`src/verilog/pdp8_pkg.sv`:
```
// PDP-8 core definitions
package pdp8_pkg;

    typedef logic [11:0] word_t;

    // memory reference view.
    typedef struct packed {
        logic [2:0] opcode;
        logic       indirect;
        logic       page;
        logic [6:0] offset;
    } mri_t;

    // operate view, group 0 is group 1 in PDP-8 terms.
    typedef struct packed {
        logic [2:0] opcode;
        logic       group;
        logic [7:0] micro;
    } opr_t;

    typedef union packed {
        mri_t mri;
        opr_t opr;
    } instr_u;

    localparam logic [2:0] op_and = 3'd0;
    localparam logic [2:0] op_tad = 3'd1;
    localparam logic [2:0] op_isz = 3'd2;
    localparam logic [2:0] op_dca = 3'd3;
    localparam logic [2:0] op_jms = 3'd4;
    localparam logic [2:0] op_jmp = 3'd5;
    localparam logic [2:0] op_iot = 3'd6;
    localparam logic [2:0] op_opr = 3'd7;

    // micro-op bit positions within opr_t.micro.
    localparam int ub_cla = 7;
    localparam int ub_cll = 6;
    localparam int ub_cma = 5;
    localparam int ub_cml = 4;
    localparam int ub_rar = 3;
    localparam int ub_ral = 2;
    localparam int ub_iac = 0;
    localparam int ub_sma = 6;
    localparam int ub_sza = 5;
    localparam int ub_snl = 4;
    localparam int ub_rev = 3;
    localparam int ub_hlt = 1;

    typedef enum logic [1:0] {
        st_halt  = 2'd0,
        st_fetch = 2'd1,
        st_defer = 2'd2,
        st_exec  = 2'd3
    } state_t;

    localparam logic [3:0] reg_ctrl = 4'h0;
    localparam logic [3:0] reg_addr = 4'h4;
    localparam logic [3:0] reg_data = 4'h8;
    localparam logic [3:0] reg_ac   = 4'hC;

endpackage

```
`src/verilog/core_bus_if.sv`:
```
// PDP-8 core bus
`timescale 1ns/1ps

interface core_bus_if import pdp8_pkg::*; ();

    state_t state;
    instr_u ir;
    word_t  mdout;
    word_t  ma;
    word_t  ac;
    logic   link;
    logic   skip;
    logic   mem_we;
    word_t  mem_wdata;

    modport ctrl (input mdout, output state, output ir);

    modport addr (input state, input ir, input mdout, input skip, output ma);

    modport alu (input state, input ir, input mdout, input ma,
                 output ac, output link, output skip, output mem_we, output mem_wdata);

    modport mem (input ma, input mem_we, input mem_wdata, output mdout);

endinterface

```
`src/verilog/state_machine.sv`:
```
// PDP-8 major state control
`timescale 1ns/1ps

module state_machine import pdp8_pkg::*; (
    input  logic   clk,
    input  logic   rst_n,
    core_bus_if.ctrl bus,
    input  logic   start,
    input  logic   halt_req,
    output logic   running
);

    state_t state_q;
    state_t state_d;
    instr_u ir_q;
    instr_u fetched;
    logic   halt_pend;
    logic   is_hlt;
    logic   needs_defer;

    assign fetched = bus.mdout;

    // only memory references take the indirect path.
    assign needs_defer = (fetched.mri.opcode < op_iot) && fetched.mri.indirect;

    assign is_hlt = (ir_q.opr.opcode == op_opr) && ir_q.opr.group && ir_q.opr.micro[ub_hlt];

    always_comb
    begin
        state_d = state_q;
        case (state_q)
            st_halt:
            begin
                if (start)
                    state_d = st_fetch;
            end
            st_fetch:
            begin
                state_d = needs_defer ? st_defer : st_exec;
            end
            st_defer:
            begin
                state_d = st_exec;
            end
            st_exec:
            begin
                // a halt takes effect only once the instruction is done.
                if (is_hlt || halt_pend || halt_req)
                    state_d = st_halt;
                else
                    state_d = st_fetch;
            end
            default:
            begin
                state_d = st_halt;
            end
        endcase
    end

    always_ff @(posedge clk)
    begin
        if (!rst_n)
        begin
            state_q   <= st_halt;
            halt_pend <= 1'b0;
        end
        else
        begin
            state_q <= state_d;
            if (state_d == st_halt)
                halt_pend <= 1'b0;
            else if (halt_req)
                halt_pend <= 1'b1;
        end
    end

    always_ff @(posedge clk)
    begin
        if (state_q == st_fetch)
            ir_q <= fetched;
    end

    assign bus.state = state_q;
    assign bus.ir    = ir_q;
    assign running   = (state_q != st_halt);

endmodule

```
`src/flat_wrapper.sv`:
```
// flat-port wrapper written by rule: the top's interface ports become plain ports
module state_machine_flat import pdp8_pkg::*;
  (clk, rst_n, start, halt_req, running, bus_mdout, bus_state, bus_ir);
  core_bus_if bus_i ();
  input  logic clk;
  input  logic rst_n;
  input  logic start;
  input  logic halt_req;
  output logic running;
  input wire logic [$bits(bus_i.mdout)-1:0] bus_mdout;
  output wire logic [$bits(bus_i.state)-1:0] bus_state;
  output wire logic [$bits(bus_i.ir)-1:0] bus_ir;
  assign bus_i.mdout = bus_mdout;
  assign bus_state = bus_i.state;
  assign bus_ir = bus_i.ir;
  state_machine u_core (.clk(clk), .rst_n(rst_n), .bus(bus_i), .start(start), .halt_req(halt_req), .running(running));
endmodule
```
`config.mk`:
```
export PLATFORM = sky130hd
export DESIGN_NAME = state_machine_flat
export DESIGN_NICKNAME = d
export VERILOG_FILES = /design/src/verilog/pdp8_pkg.sv /design/src/verilog/core_bus_if.sv /design/src/verilog/state_machine.sv /design/src/flat_wrapper.sv
export SDC_FILE = /design/constraint.sdc
export NUM_CORES = 1
export LEC_CHECK = 0
export ABC_AREA = 1
export BUFFER_PORTS_ARGS = -buffer_cell sky130_fd_sc_hd__buf_2
export CORE_MARGIN = 2
export CORE_UTILIZATION = 45
export CTS_BUF_LIST = sky130_fd_sc_hd__clkbuf_2 sky130_fd_sc_hd__clkbuf_4 sky130_fd_sc_hd__clkbuf_8
export CTS_CLUSTER_DIAMETER = 30
export DETAILED_ROUTE_END_ITERATION = 7
export HOLD_SLACK_MARGIN = 0.02
export PLACE_DENSITY = 0.86
export RECOVER_POWER = 50
export SLEW_MARGIN = 20
export SYNTH_ARGS = -nofsm -noshare
export SYNTH_HDL_FRONTEND = slang
export SYNTH_SLANG_ARGS = --single-unit
```
`constraint.sdc`:
```
create_clock -name clk -period 1.7 [get_ports clk]
set_input_delay 0 -clock clk [delete_from_list [all_inputs] [get_ports clk]]
set_output_delay 0 -clock clk [all_outputs]
set_load 0.05 [all_outputs]
```
==> impl_results.md, run 1 <==
* Top post-synthesis cells by area: edfxtp_1 60%, ha_1 10%, dfxtp_1 10%, nand2_1 5.0%, inv_1 4.4%
* Worst Max-Slew Pin Slew at 0.6335 ns
* Sequential share of the synthesized area at 70.44%
* Die W at 40.42 um
* PwrDens at 1708 nW/um^2
* Vias post-DR at 496
* Crit Path Max Fanout at 5
* CP Launch Point: u_core.bus.state[0]
* Peak supply drop at 0.9162 mV
* Final setup viols at 0
* Area grow syn2layout at 55.56%
* Post-route ant nets at 0
* CTS resizes at 0
* Total number of H-tree levels at 1
* Critical path data arrival time at 1.52 ns
* Worst setup SP type: flip-flop
* Final critical-path required period at 1.333 ns
* Clock Tree Buf Depth at 2
* Total CTS buffers at 3
* Worst setup path endpoint: u_core.halt_pend
* Netlist cell types at 12
* Place WS at 0.3744 ns
* Initial antenna violation count at 0
* Setup ws final at 0.3673 ns
* Hold-fix buffers, CTS at 14
* Worst R2R End: u_core.halt_pend
* Register bit total from synthesis at 15
* Vias in the first global route at 500
* # clock sinks at 15
* R2R Setup Slk at 0.37 ns
* First-pass GRT wire length at 2063 um
* Syn_area_per_cell at 13.56 sq um
* Hold Path Class: primary input to flip-flop
* Worst setup EP type: flip-flop
* Crit path required time at 1.89 ns
* DPL Wire Length at 805.5 um
* Commonest non-fill, non-tap cell in the layout: buf_2
* Pre-antenna DRT Iters at 4
* Commonest cells after routing, fill and taps aside: 18 x buf_2, 14 x dlygate4sd3_1, 12 x clkbuf_1, 12 x edfxtp_1, 8 x nand2_1
* Routed wire length at 1468 um
* Synth warnings at 0
* GRT overflow at 0
* Highest clock rate at 750.3 MHz
* Core Rows at 13
* Die area at 1634 sq um
* Post-Syn Instances at 44
* Total track usage at 22.00%
* Slew Limit Fails at 0
* Post-CTS Setup Inserts at 0
* Initial Utilization at 47.04%
* Root Driver: clkbuf_4
* Placeable Area at 1269 sq um
* Synth Net Count at 65
* Nets at 115
* Clock Skews at 0.002882 ns
* R2R cell count at 7
* Setup TNS at 0 ns
* R2r startpoint: u_core.bus.state[0]
* Relative slew slack at 57.95%
* Routed len/inst at 13.59 um
* DR DRC count at 0
* CTS clk-pin slew, worst paths at 0.09 ns
* Post-synth top area share at 60.38%
* Largest net degree at the start of global routing at 10
* RSZ-0062 raised after global routing: no
* Worst-Skew Late Latency at 0.29 ns
* Pleak at 0.0004191 uW
* Top-Level Pins at 31
* Status: finished, final reports clean
* Starting DRT DRC Count at 22
* # diodes at 0
* Routability cong. at 0.6818
* Tcrit/Tclk final at 78.40%
* Cell area after technology mapping at 596.8 sq um
* Share of cells above drive strength 1 at 27.96%
* Port Buffers at 30
* Hold slack at 0.1565 ns
* Final hold viol count at 0
* CTS tree: yes
* Crit Path Category: flip-flop to flip-flop
* Vias per cell at 4.593
* Max Cap Viol at 0
* Yosys top cell by area: edfxtp_1
* Chip Height at 40.42 um
[layer usage]
metal | part of all wire, % | vias up | track usage (%)
li1 | - | 240 | -
met1 | 35 | 225 | 19.79
met2 | 54 | 23 | 36.90
met3 | 5.6 | 8 | 7.222
met4 | 5.5 | 0 | 22.50
met5 | 0 | - | 0
[per-stage QoR]
step | cells | util (%) | total power, uW | area (sq um)
final | 108 | 73.18 | 1585 | 928.4
after global routing | 108 | 73.18 | 1676 | 928.4
after CTS | 108 | 74.36 | 1589 | 943.4
after detailed placement | 90 | 60.95 | 1351 | 773.2
after global placement | 90 | 60.95 | 1330 | 773.2
after floorplan | 44 | - | 1176 | 596.8
[Yosys cell counts]
cell and instances:
inv_1 7, a21oi_2 1, edfxtp_1 12, a21boi_0 1, nand2_1 8, dfxtp_1 3, nor3b_2 1, a21oi_1 1
or2_0 1, nor2_1 3, nand2_2 1, ha_1 5
[worst min path at each step]
stage                            start             endpoint  slack [ns]  cells past startpoint
final                            start  u_core.bus.state[0]        0.16                      5
after global routing             start  u_core.bus.state[0]        0.19                      5
after CTS                        start  u_core.bus.state[0]        0.15                      5
after detailed placement  bus_mdout[2]     u_core.bus.ir[2]        0.18                      1
after global placement    bus_mdout[6]     u_core.bus.ir[6]        0.18                      1
after floorplan           bus_mdout[0]     u_core.bus.ir[0]         0.1                      0
[flip-flops by register name, indices dropped and copies added (netlist names)]
signal / cells
u_core.bus.ir: 12
u_core.bus.state: 2
u_core.halt_pend: 1
[critical path, stage by stage, from the launching register on]
cell	delay, ns
dfxtp_1	0.41
inv_1	0.10
ha_1	0.21
or2_0	0.19
a21oi_1	0.11
nand2_1	0.08
nand2_2	0.07
a21oi_2	0.05
[power breakdown]
group / total, uW / switching, uW / internal [uW] / leakage [uW]
sequential: 602 / 62.5 / 540 / 0.000137
combinational: 762 / 596 / 166 / 0.000264
clock: 221 / 113 / 107 / 0.0000184
total: 1590 / 772 / 813 / 0.000419
[cell families after synthesis]
kind of cell	synth area share (%)
AO/OA/AOI/OAI	3.564
adder cells (fa/ha/maj)	10.48
buffers and inverters	4.403
flip-flops	70.44
AND/OR/NAND/NOR	11.11
[final cells by class]
cell class              count  area (sq um)
repair buffers             45         282.8
fillers                    96         340.3
inverters                   7         26.28
flip-flops and latches     15         420.4
well taps                  15         18.77
clock buffers               4         30.03
multi-input cells          22         150.1
No activity file was read; power rests on OpenSTA's default activity.
==> run 2, diff against run 1 <==
ABC_AREA = 0   (was 1)
CORE_UTILIZATION = 40   (was 45)
PLACE_DENSITY = 0.82   (was 0.86)
clock period = 1.1 ns   (was 1.7 ns; I/O delays follow)
==> run 2 against run 1 <==
  * Global-route usage shrank 5.7 points
  * The flow now finishes with violations (negative setup slack)
  * Register-to-register slack lost 0.47 ns
  * Wire length shrank 6.8%
  * Sequential cell count is the same
  * Critical path depth shrank 2
==> impl_results.md, run 2 <==
* Top-Level Pins at 31 (unchanged)
* Clock Skews at 0.007778 ns (+0.004895 ns)
* Core Rows at 13 (unchanged)
* First-pass GRT wire length at 2111 um (+2.3%)
* Vias post-DR at 478 (-3.6%)
* Yosys top cell by area: edfxtp_1
* Crit Path Category: flip-flop to flip-flop
* CP max stage cell: or3b_4
* Total track usage at 16.30% (-5.7 points)
* CTS tree: yes
* Fill count at 78 (-19%)
* Failing checks: negative setup slack
* Hold Path Class: primary input to flip-flop
* Slew Limit Fails at 0 (unchanged)
* Commonest cells after routing, fill and taps aside: 19 x buf_2, 13 x dlygate4sd3_1, 12 x edfxtp_1, 9 x clkbuf_2, 5 x buf_4
* CTS clk-pin slew, worst paths at 0.09 ns (about the same)
* Crit Path Max Fanout at 3 (-2)
* Die area at 1758 sq um (+7.6%)
* Clock Tree Buf Depth at 2 (unchanged)
* Total number of H-tree levels at 1 (unchanged)
* Routed len/inst at 13.15 um (-3.2%)
* Non-Filler Instances at 104 (-3.7%)
* R2R cell count at 5 (-2)
* Netlist cell types at 14 (+2)
* Root Driver: clkbuf_4
* Worst setup SP type: flip-flop
* Total CTS buffers at 3 (unchanged)
* Setup ws final at -0.1016 ns (-0.4688 ns)
* Design internal power at 1521 uW (+87%)
* Number of synthesized flops with an enable pin at 12 (unchanged)
* Starting DRT DRC Count at 6 (-73%)
* Area grow syn2layout at 76.74%
* Nets at 111 (-3.5%)
* # clock sinks at 15 (unchanged)
* Worst R2R End: u_core.halt_pend
* Critical path depth at 5 (-2)
* Initial Utilization at 43.68% (-3.4 points)
* Main flop type after synthesis: edfxtp_1
* Cell area after technology mapping at 575.6 sq um (-3.6%)
* Chip Height at 41.93 um (+3.7%)
* Finished Core Util at 77.21% (+4.0 points)
* WP buf/inv at 1 (unchanged)
* Routed wire length at 1368 um (-6.8%)
* Tcrit/Tclk final at 109.2% (+31 points)
* Sequential share of the synthesized area at 73.04% (+2.6 points)
* Vias per cell at 4.596 (about the same)
* RSZ-0062 raised after global routing: yes
* Relative slew slack at 81.41% (+23 points)
* Clock power share at 11.8% (-2.1 points)
* Post-synth ARST share at 0% (unchanged)
* Final critical-path required period at 1.202 ns (-0.1312 ns)
* Seq pwr share at 33.6% (-4.4 points)
* Initial antenna violation count at 0 (unchanged)
* Most numerous cell in the Yosys netlist: edfxtp_1
* Post-Syn Instances at 36 (-18%)
* Placed Area at 794.5 sq um (+2.8%)
* Routability cong. at 0.7479 (+9.7%)
* Final hold viol count at 0 (unchanged)
* Switching pwr at 1241 uW (+61%)
* DPL Wire Length at 824.9 um (+2.4%)
* Worst setup EP type: flip-flop
* Pre-antenna DRT Iters at 4 (unchanged)
* Crit-path cells: inv_6 > ha_4 > or3b_4 > nand3b_1 > o22ai_1
* Die W at 41.93 um (+3.7%)
* Highest clock rate at 832.2 MHz (+11%)
* PwrDens at 2715 nW/um^2 (+59%)
* Crit path required time at 1.25 ns (-0.64 ns)
* Hold Path Sink: u_core.bus.state[0]
* Final Cell Area at 1017 sq um (+9.6%)
* GRT overflow at 0 (unchanged)
* Commonest non-fill, non-tap cell in the layout: buf_2
* Top cells by count, synth: 12 x edfxtp_1, 5 x ha_1, 4 x inv_1
* Hold depth at 4 (-1)
* Pleak at 0.0004508 uW (+7.6%)
* Max reg flops at 12 (unchanged)
* Share of cells above drive strength 1 at 56.18% (+28 points)
* Place WS at -0.06334 ns (-0.4377 ns)
* Syn_area_per_cell at 15.99 sq um (+18%)
* Max Cap Viol at 0 (unchanged)
* Top delay family on crit path: simple AND/OR/NAND/NOR gates
* Worst-Skew Late Latency at 0.27 ns (-0.02 ns)
* Largest net degree at the start of global routing at 14 (+4)
* Slowest Stage Delay on Critical Path at 0.37 ns (-0.04 ns)
* R2R Setup Slk at -0.10 ns (-0.47 ns)
* Top post-synthesis cells by area: edfxtp_1 63%, ha_1 11%, dfxtp_1 10%, inv_1 2.6%, a211oi_2 2.2%
* Status: finished, violations left
* Placeable Area at 1318 sq um (+3.8%)
* Placed instance count at 84 (-6.7%)
* DR DRC count at 0 (unchanged)
* Register bit total from synthesis at 15 (unchanged)
* Synth Net Count at 57 (-12%)
* Critical path data arrival time at 1.35 ns (-0.17 ns)
* Final setup viols at 3 (+3)
* Comb pwr share at 54.6% (+6.5 points)
* Port Buffers at 30 (unchanged)
* Synth warnings at 0 (unchanged)
* R2r startpoint: u_core.bus.state[1]
* Vias in the first global route at 457 (-8.6%)
* Post-route ant nets at 0 (unchanged)
* Peak supply drop at 1.514 mV (+65%)
* Min-delay src: halt_req
* # diodes at 0 (unchanged)
* Switch share at 44.94% (-3.8 points)
* Post-synth top area share at 62.61% (+2.2 points)
* Worst Max-Slew Pin Slew at 0.2800 ns (-0.3535 ns)
-- run 2: power groups by stage --
| stage | Combinational (uW) | Sequential (uW) | Clock [uW] |
|---|---|---|---|
| 2_1_floorplan | 349 | 1520 | 0 |
| 3_3_place_gp | 1230 | 936 | 0 |
| 3_5_place_dp | 1240 | 949 | 0 |
| 4_1_cts | 1450 | 936 | 338 |
| 5_1_grt | 1590 | 949 | 354 |
| 6_report | 1510 | 928 | 327 |
-- run 2: how the worst max path moves through the flow --
stage / slack, ns / startpoint / end
floorplan: -0.12 / u_core.bus.state[1] / u_core.halt_pend
global placement: -0.04 / u_core.bus.state[0] / u_core.halt_pend
detailed placement: -0.06 / u_core.bus.state[0] / u_core.halt_pend
CTS: -0.08 / u_core.bus.state[1] / u_core.halt_pend
global route: -0.14 / u_core.bus.state[1] / u_core.halt_pend
finish: -0.10 / u_core.bus.state[1] / u_core.halt_pend
-- run 2: worst register-to-register path, cell delays in order, from the launching register on --
cell and delay [ns]:
dfxtp_4 0.36, inv_6 0.07, ha_4 0.13, or3b_4 0.37, nand3b_1 0.09, o22ai_1 0.06
-- run 2: metal layers --
metal | up-vias | track usage, % | wire length, um
li1 | 235 | - | -
met1 | 217 | 18.49 | 541
met2 | 26 | 30.31 | 712
met3 | 0 | 3.913 | 114
met4 | 0 | 3.871 | 0
met5 | - | 0 | 0
-- run 2: timing repair --
| item | CTS | global route |
|---|---|---|
| pin swaps | 0 | 1 |
| endpoints found under the setup margin | 15 | 3 |
| resized for setup | 9 | 1 |
| buffers inserted | 2 | 1 |
| hold buffers | 13 | 0 |
| hold endpoints to repair | 15 | 0 |
-- run 2: layout make-up --
class	instances	area [sq um]	share of cell area, %
timing repair buffer	49	337.8	33.21
multi-input combinational	17	180.2	17.71
tap	15	18.77	1.845
inverter	4	22.52	2.214
clock buffer	4	30.03	2.952
sequential	15	427.9	42.07
-- run 2: cells by family (layout without fill, tap and decap cells) --
kind of cell	Yosys count	in the layout	share of synthesized area (%)
flip-flops	15	15	73.04
AND/OR/NAND/NOR	7	7	6.304
adder cells (fa/ha/maj)	5	5	10.87
AO/OA/AOI/OAI	5	5	7.174
buffers and inverters	4	57	2.608
-- run 2: metrics by stage --
step                      hold slack, ns  total power (uW)  setup TNS, ns
final                            0.05136              2762        -0.1822
after detailed placement          0.1785              2185        -0.3406
after global routing             0.07272              2890        -0.2894
after floorplan                  0.09887              1873        -0.5813
after global placement            0.1773              2164       -0.06488
after CTS                        0.03513              2725        -0.1979
==> run 3, diff against run 2 <==
ABC_AREA = 1   (was 0)
PLACE_DENSITY = 0.81   (was 0.82)
==> run 3 against run 2 <==
  * Critical path depth shrank 1
  * Sequential share of layout area down 2.3 points
  * Sequential cell count unchanged
  * Clock-buffer cell count unchanged
  * The run still ends with negative setup slack left
  * Core utilization up 2.6 points
  * Combinational power up 7%
  * Critical endpoint is now u_core.bus.ir[10]
  * Global-route usage rose by 0.49 points
  * Critical path type unchanged
  * Final cell count grew 11%
==> impl_results.md, run 3 (synthesized netlist as in run 1, its figures left out) <==
* Total track usage at 16.79% (+0.49 points)
* Routability cong. at 0.7124 (-4.7%)
* # clock sinks at 15 (unchanged)
* Routed len/inst at 12.82 um (-2.6%)
* Crit-path cells: inv_4 > buf_4 > ha_2 > clkbuf_16
* Hold Path Class: primary input to flip-flop
* Slew Limit Fails at 0 (unchanged)
* Crit path required time at 1.11 ns (-0.14 ns)
* Tcrit/Tclk final at 108.7% (-0.49 points)
* Worst-Skew Late Latency at 0.28 ns (about the same)
* Crit Path Category: flip-flop to flip-flop
* Highest clock rate at 836.0 MHz (+0.45%)
* Final setup viols at 15 (+12)
* Pleak at 0.0004886 uW (+8.4%)
* Setup ws final at -0.09619 ns (+0.005389 ns)
* Routed wire length at 1474 um (+7.7%)
* Slowest Stage Delay on Critical Path at 0.37 ns (about the same)
* GRT overflow at 0 (unchanged)
* Initial antenna violation count at 0 (unchanged)
* Status: finished, violations left
* Vias per cell at 4.452 (-3.1%)
* Core Rows at 13 (unchanged)
* Crit Path Max Fanout at 6 (+3)
* Hold depth at 5 (+1)
* Critical path data arrival time at 1.20 ns (-0.15 ns)
* Initial Utilization at 44.21% (+0.52 points)
* Failing checks: negative setup slack
* Share of cells above drive strength 1 at 52.00% (-4.2 points)
* Vias post-DR at 512 (+7.1%)
* Top delay family on crit path: flip-flops
* Root Driver: clkbuf_4
* Placeable Area at 1350 sq um (+2.5%)
* CP max stage cell: dfxtp_4
* Vias in the first global route at 486 (+6.3%)
* Clock Tree Buf Depth at 2 (unchanged)
* Hold Path Sink: u_core.bus.state[0]
* Post-route ant nets at 0 (unchanged)
* Area grow syn2layout at 80.50%
* Total CTS buffers at 3 (unchanged)
* CTS clk-pin slew, worst paths at 0.08 ns (about the same)
* Nets at 122 (+9.9%)
* Peak supply drop at 1.829 mV (+21%)
* Pre-antenna DRT Iters at 2 (-2)
* CTS tree: yes
* Max Cap Viol at 0 (unchanged)
* Die area at 1817 sq um (+3.3%)
* PnR Total Power at 2883 uW (+4.4%)
* Commonest cells after routing, fill and taps aside: 24 x buf_2, 14 x dlygate4sd3_1, 12 x edfxtp_1, 8 x nand2_1, 7 x buf_4
* Max reg flops at 12 (unchanged)
* Top-Level Pins at 31 (unchanged)
* Worst R2R End: u_core.bus.ir[10]
* Fill count at 101 (+29%)
* Chip Height at 42.63 um (+1.7%)
* Worst Max-Slew Pin Slew at 0.2736 ns (-0.006322 ns)
* Largest net degree at the start of global routing at 13 (-1)
* Setup TNS at -1.203 ns (-1.020 ns)
* # diodes at 0 (unchanged)
* Worst setup SP type: flip-flop
* R2R cell count at 4 (-1)
* Total number of H-tree levels at 1 (unchanged)
* RSZ-0062 raised after global routing: yes
* Port Buffers at 30 (unchanged)
* DPL Wire Length at 865.9 um (+5.0%)
* Starting DRT DRC Count at 3 (-3)
* Min-delay src: start
* Clock Skews at 0.003372 ns (-0.004406 ns)
* First-pass GRT wire length at 2145 um (+1.6%)
* Die W at 42.63 um (+1.7%)
* Final critical-path required period at 1.196 ns (-0.005389 ns)
* Final hold viol count at 0 (unchanged)
* PwrDens at 2676 nW/um^2 (-1.4%)
* Worst setup EP type: flip-flop
* R2R Setup Slk at -0.1 ns (about the same)
* R2r startpoint: u_core.bus.state[1]
* WP buf/inv at 3 (+2)
* Commonest non-fill, non-tap cell in the layout: buf_2
* Relative slew slack at 81.83% (+0.42 points)
* DR DRC count at 0 (unchanged)
==> run 3: worst max path at each step <==
stage                         from                end  slack [ns]  cells past startpoint
2_1_floorplan  u_core.bus.state[1]   u_core.halt_pend       -0.17                      7
3_5_place_dp   u_core.bus.state[1]   u_core.halt_pend       -0.10                      7
6_report       u_core.bus.state[1]  u_core.bus.ir[10]        -0.1                      4
3_3_place_gp   u_core.bus.state[0]   u_core.halt_pend       -0.07                      7
4_1_cts        u_core.bus.state[0]   u_core.halt_pend       -0.08                      7
5_1_grt        u_core.bus.state[1]   u_core.halt_pend       -0.16                      7
==> run 3: layout make-up <==
cell class              instances  area (sq um)  share of cell area (%)
flip-flops and latches         15         427.9                   39.72
well taps                      15         18.77                   1.742
inverters                       7         31.28                   2.904
clock buffers                   4         30.03                   2.787
multi-input cells              22         180.2                   16.72
repair buffers                 52         389.1                   36.12
==> run 3: what timing repair did <==
| item | in CTS | in global routing |
|---|---|---|
| endpoints found under the hold margin | 14 | 1 |
| hold buffers | 13 | 1 |
| buffers inserted | 1 | 1 |
| cloned | 0 | 1 |
| resized for setup | 9 | 4 |
| setup endpoints to repair | 3 | 16 |
| pin swaps | 2 | 2 |
==> run 3: layer usage <==
layer	vias up	part of all wire, %	global-route usage [%]	wire (um)
met5	-	0	0	0
li1	254	-	-	-
met4	0	0	5.625	0
met3	0	6.6	5.172	98
met1	233	40	17.96	589
met2	25	53	30.61	785
==> run 3: worst register-to-register path, stage by stage (launching register included) <==
cell and delay (ns):
dfxtp_4 0.37, inv_4 0.07, buf_4 0.10, ha_2 0.23, clkbuf_16 0.17
==> run 3: power by group <==
group	leakage, uW	internal (uW)	total (uW)	switching [uW]
registers	0.000138	850	945	94.9
clock network	0.0000184	165	330	165
logic	0.000332	587	1610	1020
total	0.000489	1600	2880	1280
==> run 3: metrics by stage <==
stage               setup slack [ns]  cell area (sq um)  utilization, %  cells  hold slack, ns
floorplan                    -0.1700              609.3               -     44         0.09887
global placement            -0.06642              828.3           61.35     94          0.1767
detailed placement           -0.1013              828.3           61.35     94          0.1781
CTS                         -0.08426               1026           76.00    112        -0.03940
global route                 -0.1647               1077           79.80    115          0.1689
finish                      -0.09619               1077           79.80    115          0.1482
